File: config.mk
export PLATFORM = sky130hd
export DESIGN_NAME = csr_unit_top
export DESIGN_NICKNAME = d
export VERILOG_FILES = /design/src/hw/csr_pkg.sv /design/src/hw/rv_isa_pkg.sv /design/src/hw/csr_alu.sv /design/src/hw/csr_ctrl.sv /design/src/hw/csr_file.sv /design/src/hw/csr_unit_top.sv /design/src/hw/trap_unit.sv
export VERILOG_INCLUDE_DIRS = /design/src /design/src/hw
export SDC_FILE = /design/constraint.sdc
export NUM_CORES = 1
export LEC_CHECK = 0
export BUFFER_PORTS_ARGS = -buffer_cell sky130_fd_sc_hd__buf_2
export CORE_MARGIN = 1.5
export CORE_UTILIZATION = 50
export DETAILED_ROUTE_END_ITERATION = 7
export PLACE_DENSITY_LB_ADDON = 0.1
export SLEW_MARGIN = 30
export SYNTH_ARGS = -nofsm -noshare
export SYNTH_HDL_FRONTEND = slang
export SYNTH_SLANG_ARGS = --single-unit
File: constraint.sdc
create_clock -name clk -period 5.9 [get_ports clk]
set_input_delay 1.18 -clock clk [delete_from_list [all_inputs] [get_ports clk]]
set_output_delay 1.18 -clock clk [all_outputs]
set_load 0.05 [all_outputs]
File: src/hw/csr_cfg.svh
// csr configuration: reset values of the machine CSRs and the mtvec base alignment
`ifndef CSR_CFG_SVH
`define CSR_CFG_SVH

// mstatus out of reset
// MPP = 2'b11 (bits 12:11), MPIE = 1 (bit 7), MIE = 1 (bit 3)
`define CSR_RESET_MSTATUS 32'h0000_1888

// trap vector base, direct mode
`define CSR_RESET_MTVEC 32'h0000_0000

// scratch register preset, points at the machine-mode stack area
`define CSR_RESET_MSCRATCH 32'h0802_0000

// mtvec base is word aligned
// low two bits hold the vector mode and never reach the redirect pc
`define CSR_MTVEC_BASE_MASK 32'hFFFF_FFFC

`endif

File: src/hw/csr_pkg.sv
// csr_pkg: machine CSR addresses, mcause codes, mstatus bits and trap kinds
package csr_pkg;

  // machine trap setup
  localparam logic [11:0] CSR_MSTATUS  = 12'h300;
  localparam logic [11:0] CSR_MIE      = 12'h304;
  localparam logic [11:0] CSR_MTVEC    = 12'h305;

  // machine trap handling
  localparam logic [11:0] CSR_MSCRATCH = 12'h340;
  localparam logic [11:0] CSR_MEPC     = 12'h341;
  localparam logic [11:0] CSR_MCAUSE   = 12'h342;
  localparam logic [11:0] CSR_MTVAL    = 12'h343;
  localparam logic [11:0] CSR_MIP      = 12'h344;

  // machine information, read only
  localparam logic [11:0] CSR_MHARTID  = 12'hF14;

  // mstatus bit positions
  localparam int unsigned MSTATUS_MIE  = 3;
  localparam int unsigned MSTATUS_MPIE = 7;

  // synchronous exception codes, interrupt bit always 0 here
  localparam logic [3:0] CAUSE_ILLEGAL    = 4'd2;
  localparam logic [3:0] CAUSE_BREAKPOINT = 4'd3;
  localparam logic [3:0] CAUSE_ECALL_M    = 4'd11;

  // what the trap datapath does on the exec edge
  typedef enum logic [1:0] {
    TRAP_NONE = 2'd0,
    TRAP_EXC  = 2'd1,
    TRAP_MRET = 2'd2
  } trap_kind_e;

endpackage

File: src/hw/rv_isa_pkg.sv
// rv_isa_pkg: RV32 SYSTEM instruction formats, opcode and funct3 codes
package rv_isa_pkg;

  // csr access view: csrrw/csrrs/csrrc and immediate forms
  typedef struct packed {
    logic [11:0] csr;
    logic [4:0]  rs1;
    logic [2:0]  funct3;
    logic [4:0]  rd;
    logic [6:0]  opcode;
  } csr_fmt_t;

  // R-type view, used for ecall, ebreak and mret
  typedef struct packed {
    logic [6:0] funct7;
    logic [4:0] rs2;
    logic [4:0] rs1;
    logic [2:0] funct3;
    logic [4:0] rd;
    logic [6:0] opcode;
  } priv_fmt_t;

  // one instruction word, decoded both ways
  typedef union packed {
    csr_fmt_t  csr_fmt;
    priv_fmt_t priv_fmt;
  } insn_u;

  localparam logic [6:0] OPC_SYSTEM = 7'b111_0011;

  localparam logic [2:0] F3_PRIV   = 3'b000;
  localparam logic [2:0] F3_CSRRW  = 3'b001;
  localparam logic [2:0] F3_CSRRS  = 3'b010;
  localparam logic [2:0] F3_CSRRC  = 3'b011;
  localparam logic [2:0] F3_CSRRWI = 3'b101;
  localparam logic [2:0] F3_CSRRSI = 3'b110;
  localparam logic [2:0] F3_CSRRCI = 3'b111;

  // priv encodings live in funct7 / rs2
  localparam logic [6:0] F7_MRET    = 7'b001_1000;
  localparam logic [4:0] RS2_ECALL  = 5'd0;
  localparam logic [4:0] RS2_EBREAK = 5'd1;
  localparam logic [4:0] RS2_MRET   = 5'd2;

  // read-modify-write operation
  typedef enum logic [1:0] {
    CSR_OP_WRITE = 2'd0,
    CSR_OP_SET   = 2'd1,
    CSR_OP_CLEAR = 2'd2
  } csr_op_e;

endpackage

File: src/hw/csr_alu.sv
// csr_alu: read-modify-write of a CSR value for csrrw, csrrs and csrrc
`timescale 1ns/100ps

module csr_alu (
  input  rv_isa_pkg::csr_op_e op,
  input  logic [31:0]         csr_rdata,
  input  logic [31:0]         src,
  input  logic                src_is_zero,
  output logic [31:0]         wr_data,
  output logic                wr_req
);

  always_comb begin
    case (op)
      rv_isa_pkg::CSR_OP_WRITE: begin
        wr_data = src;
        // csrrw always writes, even with x0
        wr_req  = 1'b1;
      end
      rv_isa_pkg::CSR_OP_SET: begin
        wr_data = csr_rdata | src;
        wr_req  = !src_is_zero;
      end
      rv_isa_pkg::CSR_OP_CLEAR: begin
        wr_data = csr_rdata & ~src;
        wr_req  = !src_is_zero;
      end
      default: begin
        // keep the old value
        wr_data = csr_rdata;
        wr_req  = 1'b0;
      end
    endcase
  end

endmodule

File: src/hw/csr_ctrl.sv
// csr_ctrl: req/ack handshake FSM, SYSTEM decode, write and trap sequencing
`timescale 1ns/100ps

module csr_ctrl (
  input  logic                    clk,
  input  logic                    reset_x,
  input  logic                    req,
  input  rv_isa_pkg::insn_u       insn,
  input  logic [31:0]             rs1_data,
  input  logic [31:0]             pc,
  input  logic [31:0]             csr_rdata,
  input  logic                    wr_req,
  input  logic [31:0]             redirect_pc_in,
  input  logic                    csr_valid,
  output logic                    ack,
  output logic [11:0]             csr_addr,
  output rv_isa_pkg::csr_op_e     op,
  output logic [31:0]             src,
  output logic                    src_is_zero,
  output csr_pkg::trap_kind_e     trap_kind,
  output logic [3:0]              cause,
  output logic                    wr_en,
  output logic [31:0]             rd_data,
  output logic                    trap,
  output logic [31:0]             redirect_pc
);

  localparam logic [1:0] ST_IDLE = 2'd0;
  localparam logic [1:0] ST_EXEC = 2'd1;
  localparam logic [1:0] ST_ACK  = 2'd2;

  logic [1:0]          state;
  logic                exec;
  logic                is_csr;
  logic                is_priv;
  logic                is_ecall;
  logic                is_ebreak;
  logic                is_mret;
  logic                illegal;
  csr_pkg::trap_kind_e kind;

  assign exec     = (state == ST_EXEC);
  assign csr_addr = insn.csr_fmt.csr;

  // funct3 picks the operation and the source
  always_comb begin
    is_csr  = 1'b0;
    is_priv = 1'b0;
    op      = rv_isa_pkg::CSR_OP_WRITE;
    case (insn.csr_fmt.funct3)
      rv_isa_pkg::F3_PRIV: is_priv = 1'b1;
      rv_isa_pkg::F3_CSRRW, rv_isa_pkg::F3_CSRRWI: begin
        is_csr = 1'b1;
        op     = rv_isa_pkg::CSR_OP_WRITE;
      end
      rv_isa_pkg::F3_CSRRS, rv_isa_pkg::F3_CSRRSI: begin
        is_csr = 1'b1;
        op     = rv_isa_pkg::CSR_OP_SET;
      end
      rv_isa_pkg::F3_CSRRC, rv_isa_pkg::F3_CSRRCI: begin
        is_csr = 1'b1;
        op     = rv_isa_pkg::CSR_OP_CLEAR;
      end
      default: ;
    endcase
  end

  // funct3[2] marks the uimm forms
  assign src = insn.csr_fmt.funct3[2] ? {27'd0, insn.csr_fmt.rs1} : rs1_data;
  // set/clear with x0 or uimm 0 must not write
  assign src_is_zero = (insn.csr_fmt.rs1 == 5'd0);

  // priv encodings need rs1 = rd = 0
  assign is_ecall  = (insn.priv_fmt.funct7 == 7'd0) &&
                     (insn.priv_fmt.rs2 == rv_isa_pkg::RS2_ECALL) &&
                     (insn.priv_fmt.rs1 == 5'd0) && (insn.priv_fmt.rd == 5'd0);
  assign is_ebreak = (insn.priv_fmt.funct7 == 7'd0) &&
                     (insn.priv_fmt.rs2 == rv_isa_pkg::RS2_EBREAK) &&
                     (insn.priv_fmt.rs1 == 5'd0) && (insn.priv_fmt.rd == 5'd0);
  assign is_mret   = (insn.priv_fmt.funct7 == rv_isa_pkg::F7_MRET) &&
                     (insn.priv_fmt.rs2 == rv_isa_pkg::RS2_MRET) &&
                     (insn.priv_fmt.rs1 == 5'd0) && (insn.priv_fmt.rd == 5'd0);

  // top two address bits both set means read-only space
  assign illegal = (insn.csr_fmt.opcode != rv_isa_pkg::OPC_SYSTEM) ||
                   (!is_csr && !is_priv) ||
                   (is_priv && !(is_ecall || is_ebreak || is_mret)) ||
                   (is_csr && !csr_valid) ||
                   (is_csr && wr_req && (csr_addr[11:10] == 2'b11));

  always_comb begin
    kind  = csr_pkg::TRAP_NONE;
    cause = csr_pkg::CAUSE_ILLEGAL;
    if (illegal) begin
      kind = csr_pkg::TRAP_EXC;
    end else if (is_priv && is_ecall) begin
      kind  = csr_pkg::TRAP_EXC;
      cause = csr_pkg::CAUSE_ECALL_M;
    end else if (is_priv && is_ebreak) begin
      kind  = csr_pkg::TRAP_EXC;
      cause = csr_pkg::CAUSE_BREAKPOINT;
    end else if (is_priv && is_mret) begin
      kind = csr_pkg::TRAP_MRET;
    end
  end

  // datapath only acts in the exec cycle
  assign trap_kind = exec ? kind : csr_pkg::TRAP_NONE;
  assign wr_en     = exec && is_csr && !illegal && wr_req;

  always_ff @(posedge clk) begin
    if (!reset_x) begin
      state       <= ST_IDLE;
      ack         <= 1'b0;
      rd_data     <= 32'd0;
      trap        <= 1'b0;
      redirect_pc <= 32'd0;
    end else begin
      case (state)
        ST_IDLE: if (req) state <= ST_EXEC;
        ST_EXEC: begin
          state       <= ST_ACK;
          ack         <= 1'b1;
          // capture strobe, held until req drops
          rd_data     <= (is_csr && !illegal) ? csr_rdata : 32'd0;
          trap        <= (kind == csr_pkg::TRAP_EXC);
          redirect_pc <= (kind == csr_pkg::TRAP_NONE) ? pc + 32'd4 : redirect_pc_in;
        end
        ST_ACK: begin
          if (!req) begin
            state <= ST_IDLE;
            ack   <= 1'b0;
            // trap flag goes down with ack
            trap  <= 1'b0;
          end
        end
        default: state <= ST_IDLE;
      endcase
    end
  end

endmodule

File: src/hw/csr_file.sv
// csr_file: machine CSR storage with decoded read, software write, trap entry and mret
`timescale 1ns/100ps
`include "csr_cfg.svh"

module csr_file (
  input  logic                clk,
  input  logic                reset_x,
  input  logic [11:0]         csr_addr,
  input  logic                wr_en,
  input  logic [31:0]         wr_data,
  input  csr_pkg::trap_kind_e trap_kind,
  input  logic [31:0]         mepc_in,
  input  logic [3:0]          mcause_in,
  input  logic [31:0]         mtval_in,
  output logic [31:0]         csr_rdata,
  output logic                csr_valid,
  output logic [31:0]         mtvec,
  output logic [31:0]         mepc
);

  logic [31:0] mstatus;
  logic [31:0] mie;
  logic [31:0] mscratch;
  logic [31:0] mcause;
  logic [31:0] mtval;
  logic [31:0] mip;

  // combinational read, unknown addresses flagged through csr_valid
  always_comb begin
    csr_valid = 1'b1;
    case (csr_addr)
      csr_pkg::CSR_MSTATUS:  csr_rdata = mstatus;
      csr_pkg::CSR_MIE:      csr_rdata = mie;
      csr_pkg::CSR_MTVEC:    csr_rdata = mtvec;
      csr_pkg::CSR_MSCRATCH: csr_rdata = mscratch;
      csr_pkg::CSR_MEPC:     csr_rdata = mepc;
      csr_pkg::CSR_MCAUSE:   csr_rdata = mcause;
      csr_pkg::CSR_MTVAL:    csr_rdata = mtval;
      csr_pkg::CSR_MIP:      csr_rdata = mip;
      // single hart
      csr_pkg::CSR_MHARTID:  csr_rdata = 32'd0;
      default: begin
        csr_rdata = 32'd0;
        csr_valid = 1'b0;
      end
    endcase
  end

  always_ff @(posedge clk) begin
    if (!reset_x) begin
      mstatus  <= `CSR_RESET_MSTATUS;
      mie      <= 32'd0;
      mtvec    <= `CSR_RESET_MTVEC;
      mscratch <= `CSR_RESET_MSCRATCH;
      mepc     <= 32'd0;
      mcause   <= 32'd0;
      mtval    <= 32'd0;
      mip      <= 32'd0;
    end else if (trap_kind == csr_pkg::TRAP_EXC) begin
      mepc   <= mepc_in;
      mcause <= {28'd0, mcause_in};
      mtval  <= mtval_in;
      // stack the interrupt enable
      mstatus[csr_pkg::MSTATUS_MPIE] <= mstatus[csr_pkg::MSTATUS_MIE];
      mstatus[csr_pkg::MSTATUS_MIE]  <= 1'b0;
    end else if (trap_kind == csr_pkg::TRAP_MRET) begin
      mstatus[csr_pkg::MSTATUS_MIE]  <= mstatus[csr_pkg::MSTATUS_MPIE];
      mstatus[csr_pkg::MSTATUS_MPIE] <= 1'b1;
    end else if (wr_en) begin
      case (csr_addr)
        csr_pkg::CSR_MSTATUS:  mstatus  <= wr_data;
        csr_pkg::CSR_MIE:      mie      <= wr_data;
        csr_pkg::CSR_MTVEC:    mtvec    <= wr_data;
        csr_pkg::CSR_MSCRATCH: mscratch <= wr_data;
        csr_pkg::CSR_MEPC:     mepc     <= wr_data;
        csr_pkg::CSR_MCAUSE:   mcause   <= wr_data;
        csr_pkg::CSR_MTVAL:    mtval    <= wr_data;
        // mip is plain storage, no interrupt sources
        csr_pkg::CSR_MIP:      mip      <= wr_data;
        default: ;
      endcase
    end
  end

endmodule

File: src/hw/csr_unit_top.sv
// csr_unit_top: machine-mode CSR and trap unit behind a four-phase req/ack handshake
`timescale 1ns/100ps

module csr_unit_top (
  input  logic        clk,
  input  logic        reset_x,
  input  logic        req,
  input  logic [31:0] insn,
  input  logic [31:0] rs1_data,
  input  logic [31:0] pc,
  output logic        ack,
  output logic [31:0] rd_data,
  output logic        trap,
  output logic [31:0] redirect_pc
);

  logic [11:0]         csr_addr;
  rv_isa_pkg::csr_op_e op;
  logic [31:0]         src;
  logic                src_is_zero;
  csr_pkg::trap_kind_e trap_kind;
  logic [3:0]          cause;
  logic                wr_en;
  logic                wr_req;
  logic [31:0]         wr_data;
  logic [31:0]         csr_rdata;
  logic                csr_valid;
  logic [31:0]         mtvec;
  logic [31:0]         mepc;
  logic [31:0]         mepc_in;
  logic [3:0]          mcause_in;
  logic [31:0]         mtval_in;
  logic [31:0]         trap_target;

  csr_ctrl u_ctrl (
    .clk            (clk),
    .reset_x        (reset_x),
    .req            (req),
    .insn           (insn),
    .rs1_data       (rs1_data),
    .pc             (pc),
    .csr_rdata      (csr_rdata),
    .wr_req         (wr_req),
    .redirect_pc_in (trap_target),
    .csr_valid      (csr_valid),
    .ack            (ack),
    .csr_addr       (csr_addr),
    .op             (op),
    .src            (src),
    .src_is_zero    (src_is_zero),
    .trap_kind      (trap_kind),
    .cause          (cause),
    .wr_en          (wr_en),
    .rd_data        (rd_data),
    .trap           (trap),
    .redirect_pc    (redirect_pc)
  );

  csr_alu u_alu (
    .op          (op),
    .csr_rdata   (csr_rdata),
    .src         (src),
    .src_is_zero (src_is_zero),
    .wr_data     (wr_data),
    .wr_req      (wr_req)
  );

  csr_file u_file (
    .clk       (clk),
    .reset_x   (reset_x),
    .csr_addr  (csr_addr),
    .wr_en     (wr_en),
    .wr_data   (wr_data),
    .trap_kind (trap_kind),
    .mepc_in   (mepc_in),
    .mcause_in (mcause_in),
    .mtval_in  (mtval_in),
    .csr_rdata (csr_rdata),
    .csr_valid (csr_valid),
    .mtvec     (mtvec),
    .mepc      (mepc)
  );

  trap_unit u_trap (
    .trap_kind   (trap_kind),
    .cause       (cause),
    .pc          (pc),
    .insn        (insn),
    .mtvec       (mtvec),
    .mepc        (mepc),
    .mepc_in     (mepc_in),
    .mcause_in   (mcause_in),
    .mtval_in    (mtval_in),
    .redirect_pc (trap_target)
  );

endmodule

File: src/hw/trap_unit.sv
// trap_unit: trap cause, trap value and redirect target for exceptions and mret
`timescale 1ns/100ps
`include "csr_cfg.svh"

module trap_unit (
  input  csr_pkg::trap_kind_e trap_kind,
  input  logic [3:0]          cause,
  input  logic [31:0]         pc,
  input  logic [31:0]         insn,
  input  logic [31:0]         mtvec,
  input  logic [31:0]         mepc,
  output logic [31:0]         mepc_in,
  output logic [3:0]          mcause_in,
  output logic [31:0]         mtval_in,
  output logic [31:0]         redirect_pc
);

  // faulting instruction's own pc
  assign mepc_in   = pc;
  assign mcause_in = cause;

  always_comb begin
    case (cause)
      csr_pkg::CAUSE_ILLEGAL:    mtval_in = insn;
      csr_pkg::CAUSE_BREAKPOINT: mtval_in = pc;
      default:                   mtval_in = 32'd0;
    endcase
  end

  // direct mode only, mode bits dropped
  assign redirect_pc = (trap_kind == csr_pkg::TRAP_MRET) ? mepc :
                       (mtvec & `CSR_MTVEC_BASE_MASK);

endmodule

==> impl_metrics.ini <==
[cells_and_area]
fin_nets = 2183
drive_above_1_share = 0.1779
area_growth_pct = 17.02
final_area_um2 = 19160
n_antenna_cell = 0

[critical_path]
crit_arrival_ps = 5110
crit_end = u_file.mip[17]
startpoint_type = primary input
cp.required_ps = 6280
r2r_slack_ps = 2730
r2r_end = u_ctrl.redirect_pc[4]
crit_start = insn[31]
crit_fanout = 57
crit_path_end_kind = flip-flop
r2r_start = u_ctrl.state[1]
reg2reg_depth = 10
crit_type = in -> reg

[power]
p_leak_nw = 6.699
ir_drop_v = 0.0002351
p_per_area_nw_per_um2 = 269.6
power_mw = 5.167

[cts]
postCtsSetupBuffers = 0
clk_latency_ps = 550
cts.sinks = 324
clk_pin_slew_ps = 70
htree_levels = 2
cts_hold_buf = 0
clockBufferDepth = 3
cts_tree = built
cts.repair.resized = 0
numCtsBuffers = 37
cts.root.buffer_cell = clkbuf_16

[synthesis]
yosys-top-cells-area = dfxtp_1, a211oi_1, nor2_1, mux2i_1, a21oi_1
syn_inst = 1975
ys_seq_area_frac = 0.3961
synth_warnings = 0
synth.avg_cell_area_um2 = 8.291
synth_seq_cells = 324
synth_top_cell_by_area = dfxtp_1
netlist_area_um2 = 16370
synth.top_cell.area_share = 0.3961
ys.flop_type = dfxtp_1
synth_edf_count = 0
async_flop_share = 0
synth.distinct_cells = 85
syn_nets = 2082

[placed_design]
pre_cts_slack_ps = 748.2
placed_area_um2 = 17880
io_buffers = 164
gp_congestion = 1.000
hpwl_um = 50150

[sta]
worst_pin_slew_ps = 1179
fin_ws_ps = 1171
hold_viol = 0
fin_skew_ps = 36.25
final.setup.tns_ps = 0
grt_setup_unrepaired = no
max_freq_ghz = 0.2115
setup_viol = 0
fin_crit_ps = 4729
drv_slew = 0
relSlewSlack = 0.2090
finalCritPeriodShare = 0.8015

[outcome]
status = complete, no violations

[grt]
antenna_found_initial = 1
grt_pass1_wl_um = 102900
track_usage = 0.4116
grt_max_degree = 122
gr-total-overflow = 0
grt_pass1_vias = 15190

[die]
fp.dieH_um = 184.0
dieArea_um2 = 33840
row_count = 66
floorplan.die.width_um = 184.0
coreArea_um2 = 32370
ios = 165
start_util = 0.5058

[route]
vias_per_cell = 6.622
drt_wl_total_um = 70350
drt-pass1-iter-count = 7
drc = 0
vias = 16847
detail-route-antenna-nets = 0
routedWlPerCell_um = 27.65
first_iter_violations = 2341

[job]
maxCapViolCount = 0

[min_path]
worstHoldPathType = reg -> reg
min_path_cells = 2
[area by class of cell]
| type | count | area, um^2 |
|---|---|---|
| clock buffer | 50 | 1046 |
| fill | 3067 | 13210 |
| timing repair buffer | 241 | 1549 |
| tap | 442 | 553.0 |
| multi-input combinational | 1460 | 9256 |
| clock inverter | 15 | 217.7 |
| inverter | 12 | 52.55 |
| sequential | 324 | 6486 |
[how the worst min path moves through the flow]
stage / to / start / slack, ps
final: u_ctrl.rd_data[0] / u_ctrl.rd_data[0] / 450
after global routing: u_ctrl.redirect_pc[9] / u_ctrl.redirect_pc[9] / 470
after CTS: u_ctrl.rd_data[0] / u_ctrl.rd_data[0] / 450
after detailed placement: u_ctrl.rd_data[0] / u_ctrl.rd_data[0] / 440
after global placement: u_file.mstatus[28] / u_file.mstatus[28] / 430
after floorplan: u_file.mstatus[27] / u_file.mstatus[27] / 430
[critical path: stages]
cell,delay [ps]
buf_2,120
or4_1,650
a2111oi_1,590
o32a_2,340
o211ai_4,80
nor2_1,210
and3_1,250
inv_1,60
ha_2,310
nand2_1,330
nor4_4,320
buf_12,310
mux2i_1,220
nor2_1,60
[placed cells by master (no fill, tap or decap), drive strengths merged, types with 9 or more instances in the layout]
master     n
a211oi   172
a21oi    163
a222oi    17
a22o      12
a22oi     36
a31o      13
a32oi     16
and2       9
and3      11
buf      241
clkbuf    50
dfxtp    324
inv       12
mux2      21
mux2i     84
nand2    180
nand2b    14
nand3     46
nand4     17
nor2     275
nor3      29
nor4      16
o211ai    27
o21ai     88
o22a      37
o22ai     10
o2bb2ai   11
xnor2     19
[metrics by stage]
step           hold slack (ps)  std cells  utilization
5_1_grt                  465.5       2544       0.5919
3_5_place_dp             443.3       2479       0.5523
4_1_cts                  449.5       2544       0.5913
2_1_floorplan            427.3       1975            -
6_report                 447.1       2544       0.5919
3_3_place_gp             433.3       2479       0.5523
[Yosys cell counts, drive strengths merged, types with 7 or more instances]
master and instances:
o22a 37, xnor2 19, o211ai 27, ha 8, a211o 8, a22oi 36, a211oi 172, nand3 46
o21ai 88, inv 11, clkbuf 125, a221oi 7, mux2i 84, a21oi 163, and2 9, dfxtp 324
buf 54, nand2b 14, o22ai 10, nor2b 8, xor2 8, nor3 29, a222oi 17, and3 11
nand2 180, nor2 275, mux2 21, a31o 13, nand4 17, a22o 12, nor4 16, a32oi 16
o2bb2ai 11
[report_power, final]
part / internal [mW] / switching [mW] / total (mW)
clock network: 1.43 / 0.974 / 2.40
registers: 2.22 / 0.0241 / 2.24
logic: 0.149 / 0.374 / 0.523
[metal layers]
metal | routed length [um] | vias to the layer above | share of wire | GRT usage
met5 | 0 | - | 0 | 0
met4 | 3054 | 0 | 0.043 | 0.1702
met3 | 8857 | 169 | 0.13 | 0.1010
met2 | 28180 | 1089 | 0.40 | 0.5735
met1 | 30260 | 8060 | 0.43 | 0.5989
li1 | - | 7529 | - | -
[flip-flops by register name, summed over array words and instances, names as in the netlist]
| register | cells |
|---|---|
| u_file.mip | 32 |
| u_file.mcause | 32 |
| u_ctrl.rd_data | 32 |
| u_ctrl.state | 2 |
| u_file.mtval | 32 |
| u_file.mstatus | 32 |
| u_ctrl.redirect_pc | 32 |
| u_ctrl.ack | 1 |
| u_ctrl.trap | 1 |
| u_file.mie | 32 |
| u_file.mtvec | 32 |
| u_file.mscratch | 32 |
| u_file.mepc | 32 |
[logic make-up after synthesis]
group	Yosys count	share of synthesized area
mux	105	0.06579
compound gates	674	0.2881
xor+xnor	27	0.01444
buf+inv	191	0.04799
fa+ha+maj	8	0.006113
simple gates	646	0.1815
flops	324	0.3961
Power figures use the tool's default switching activity.
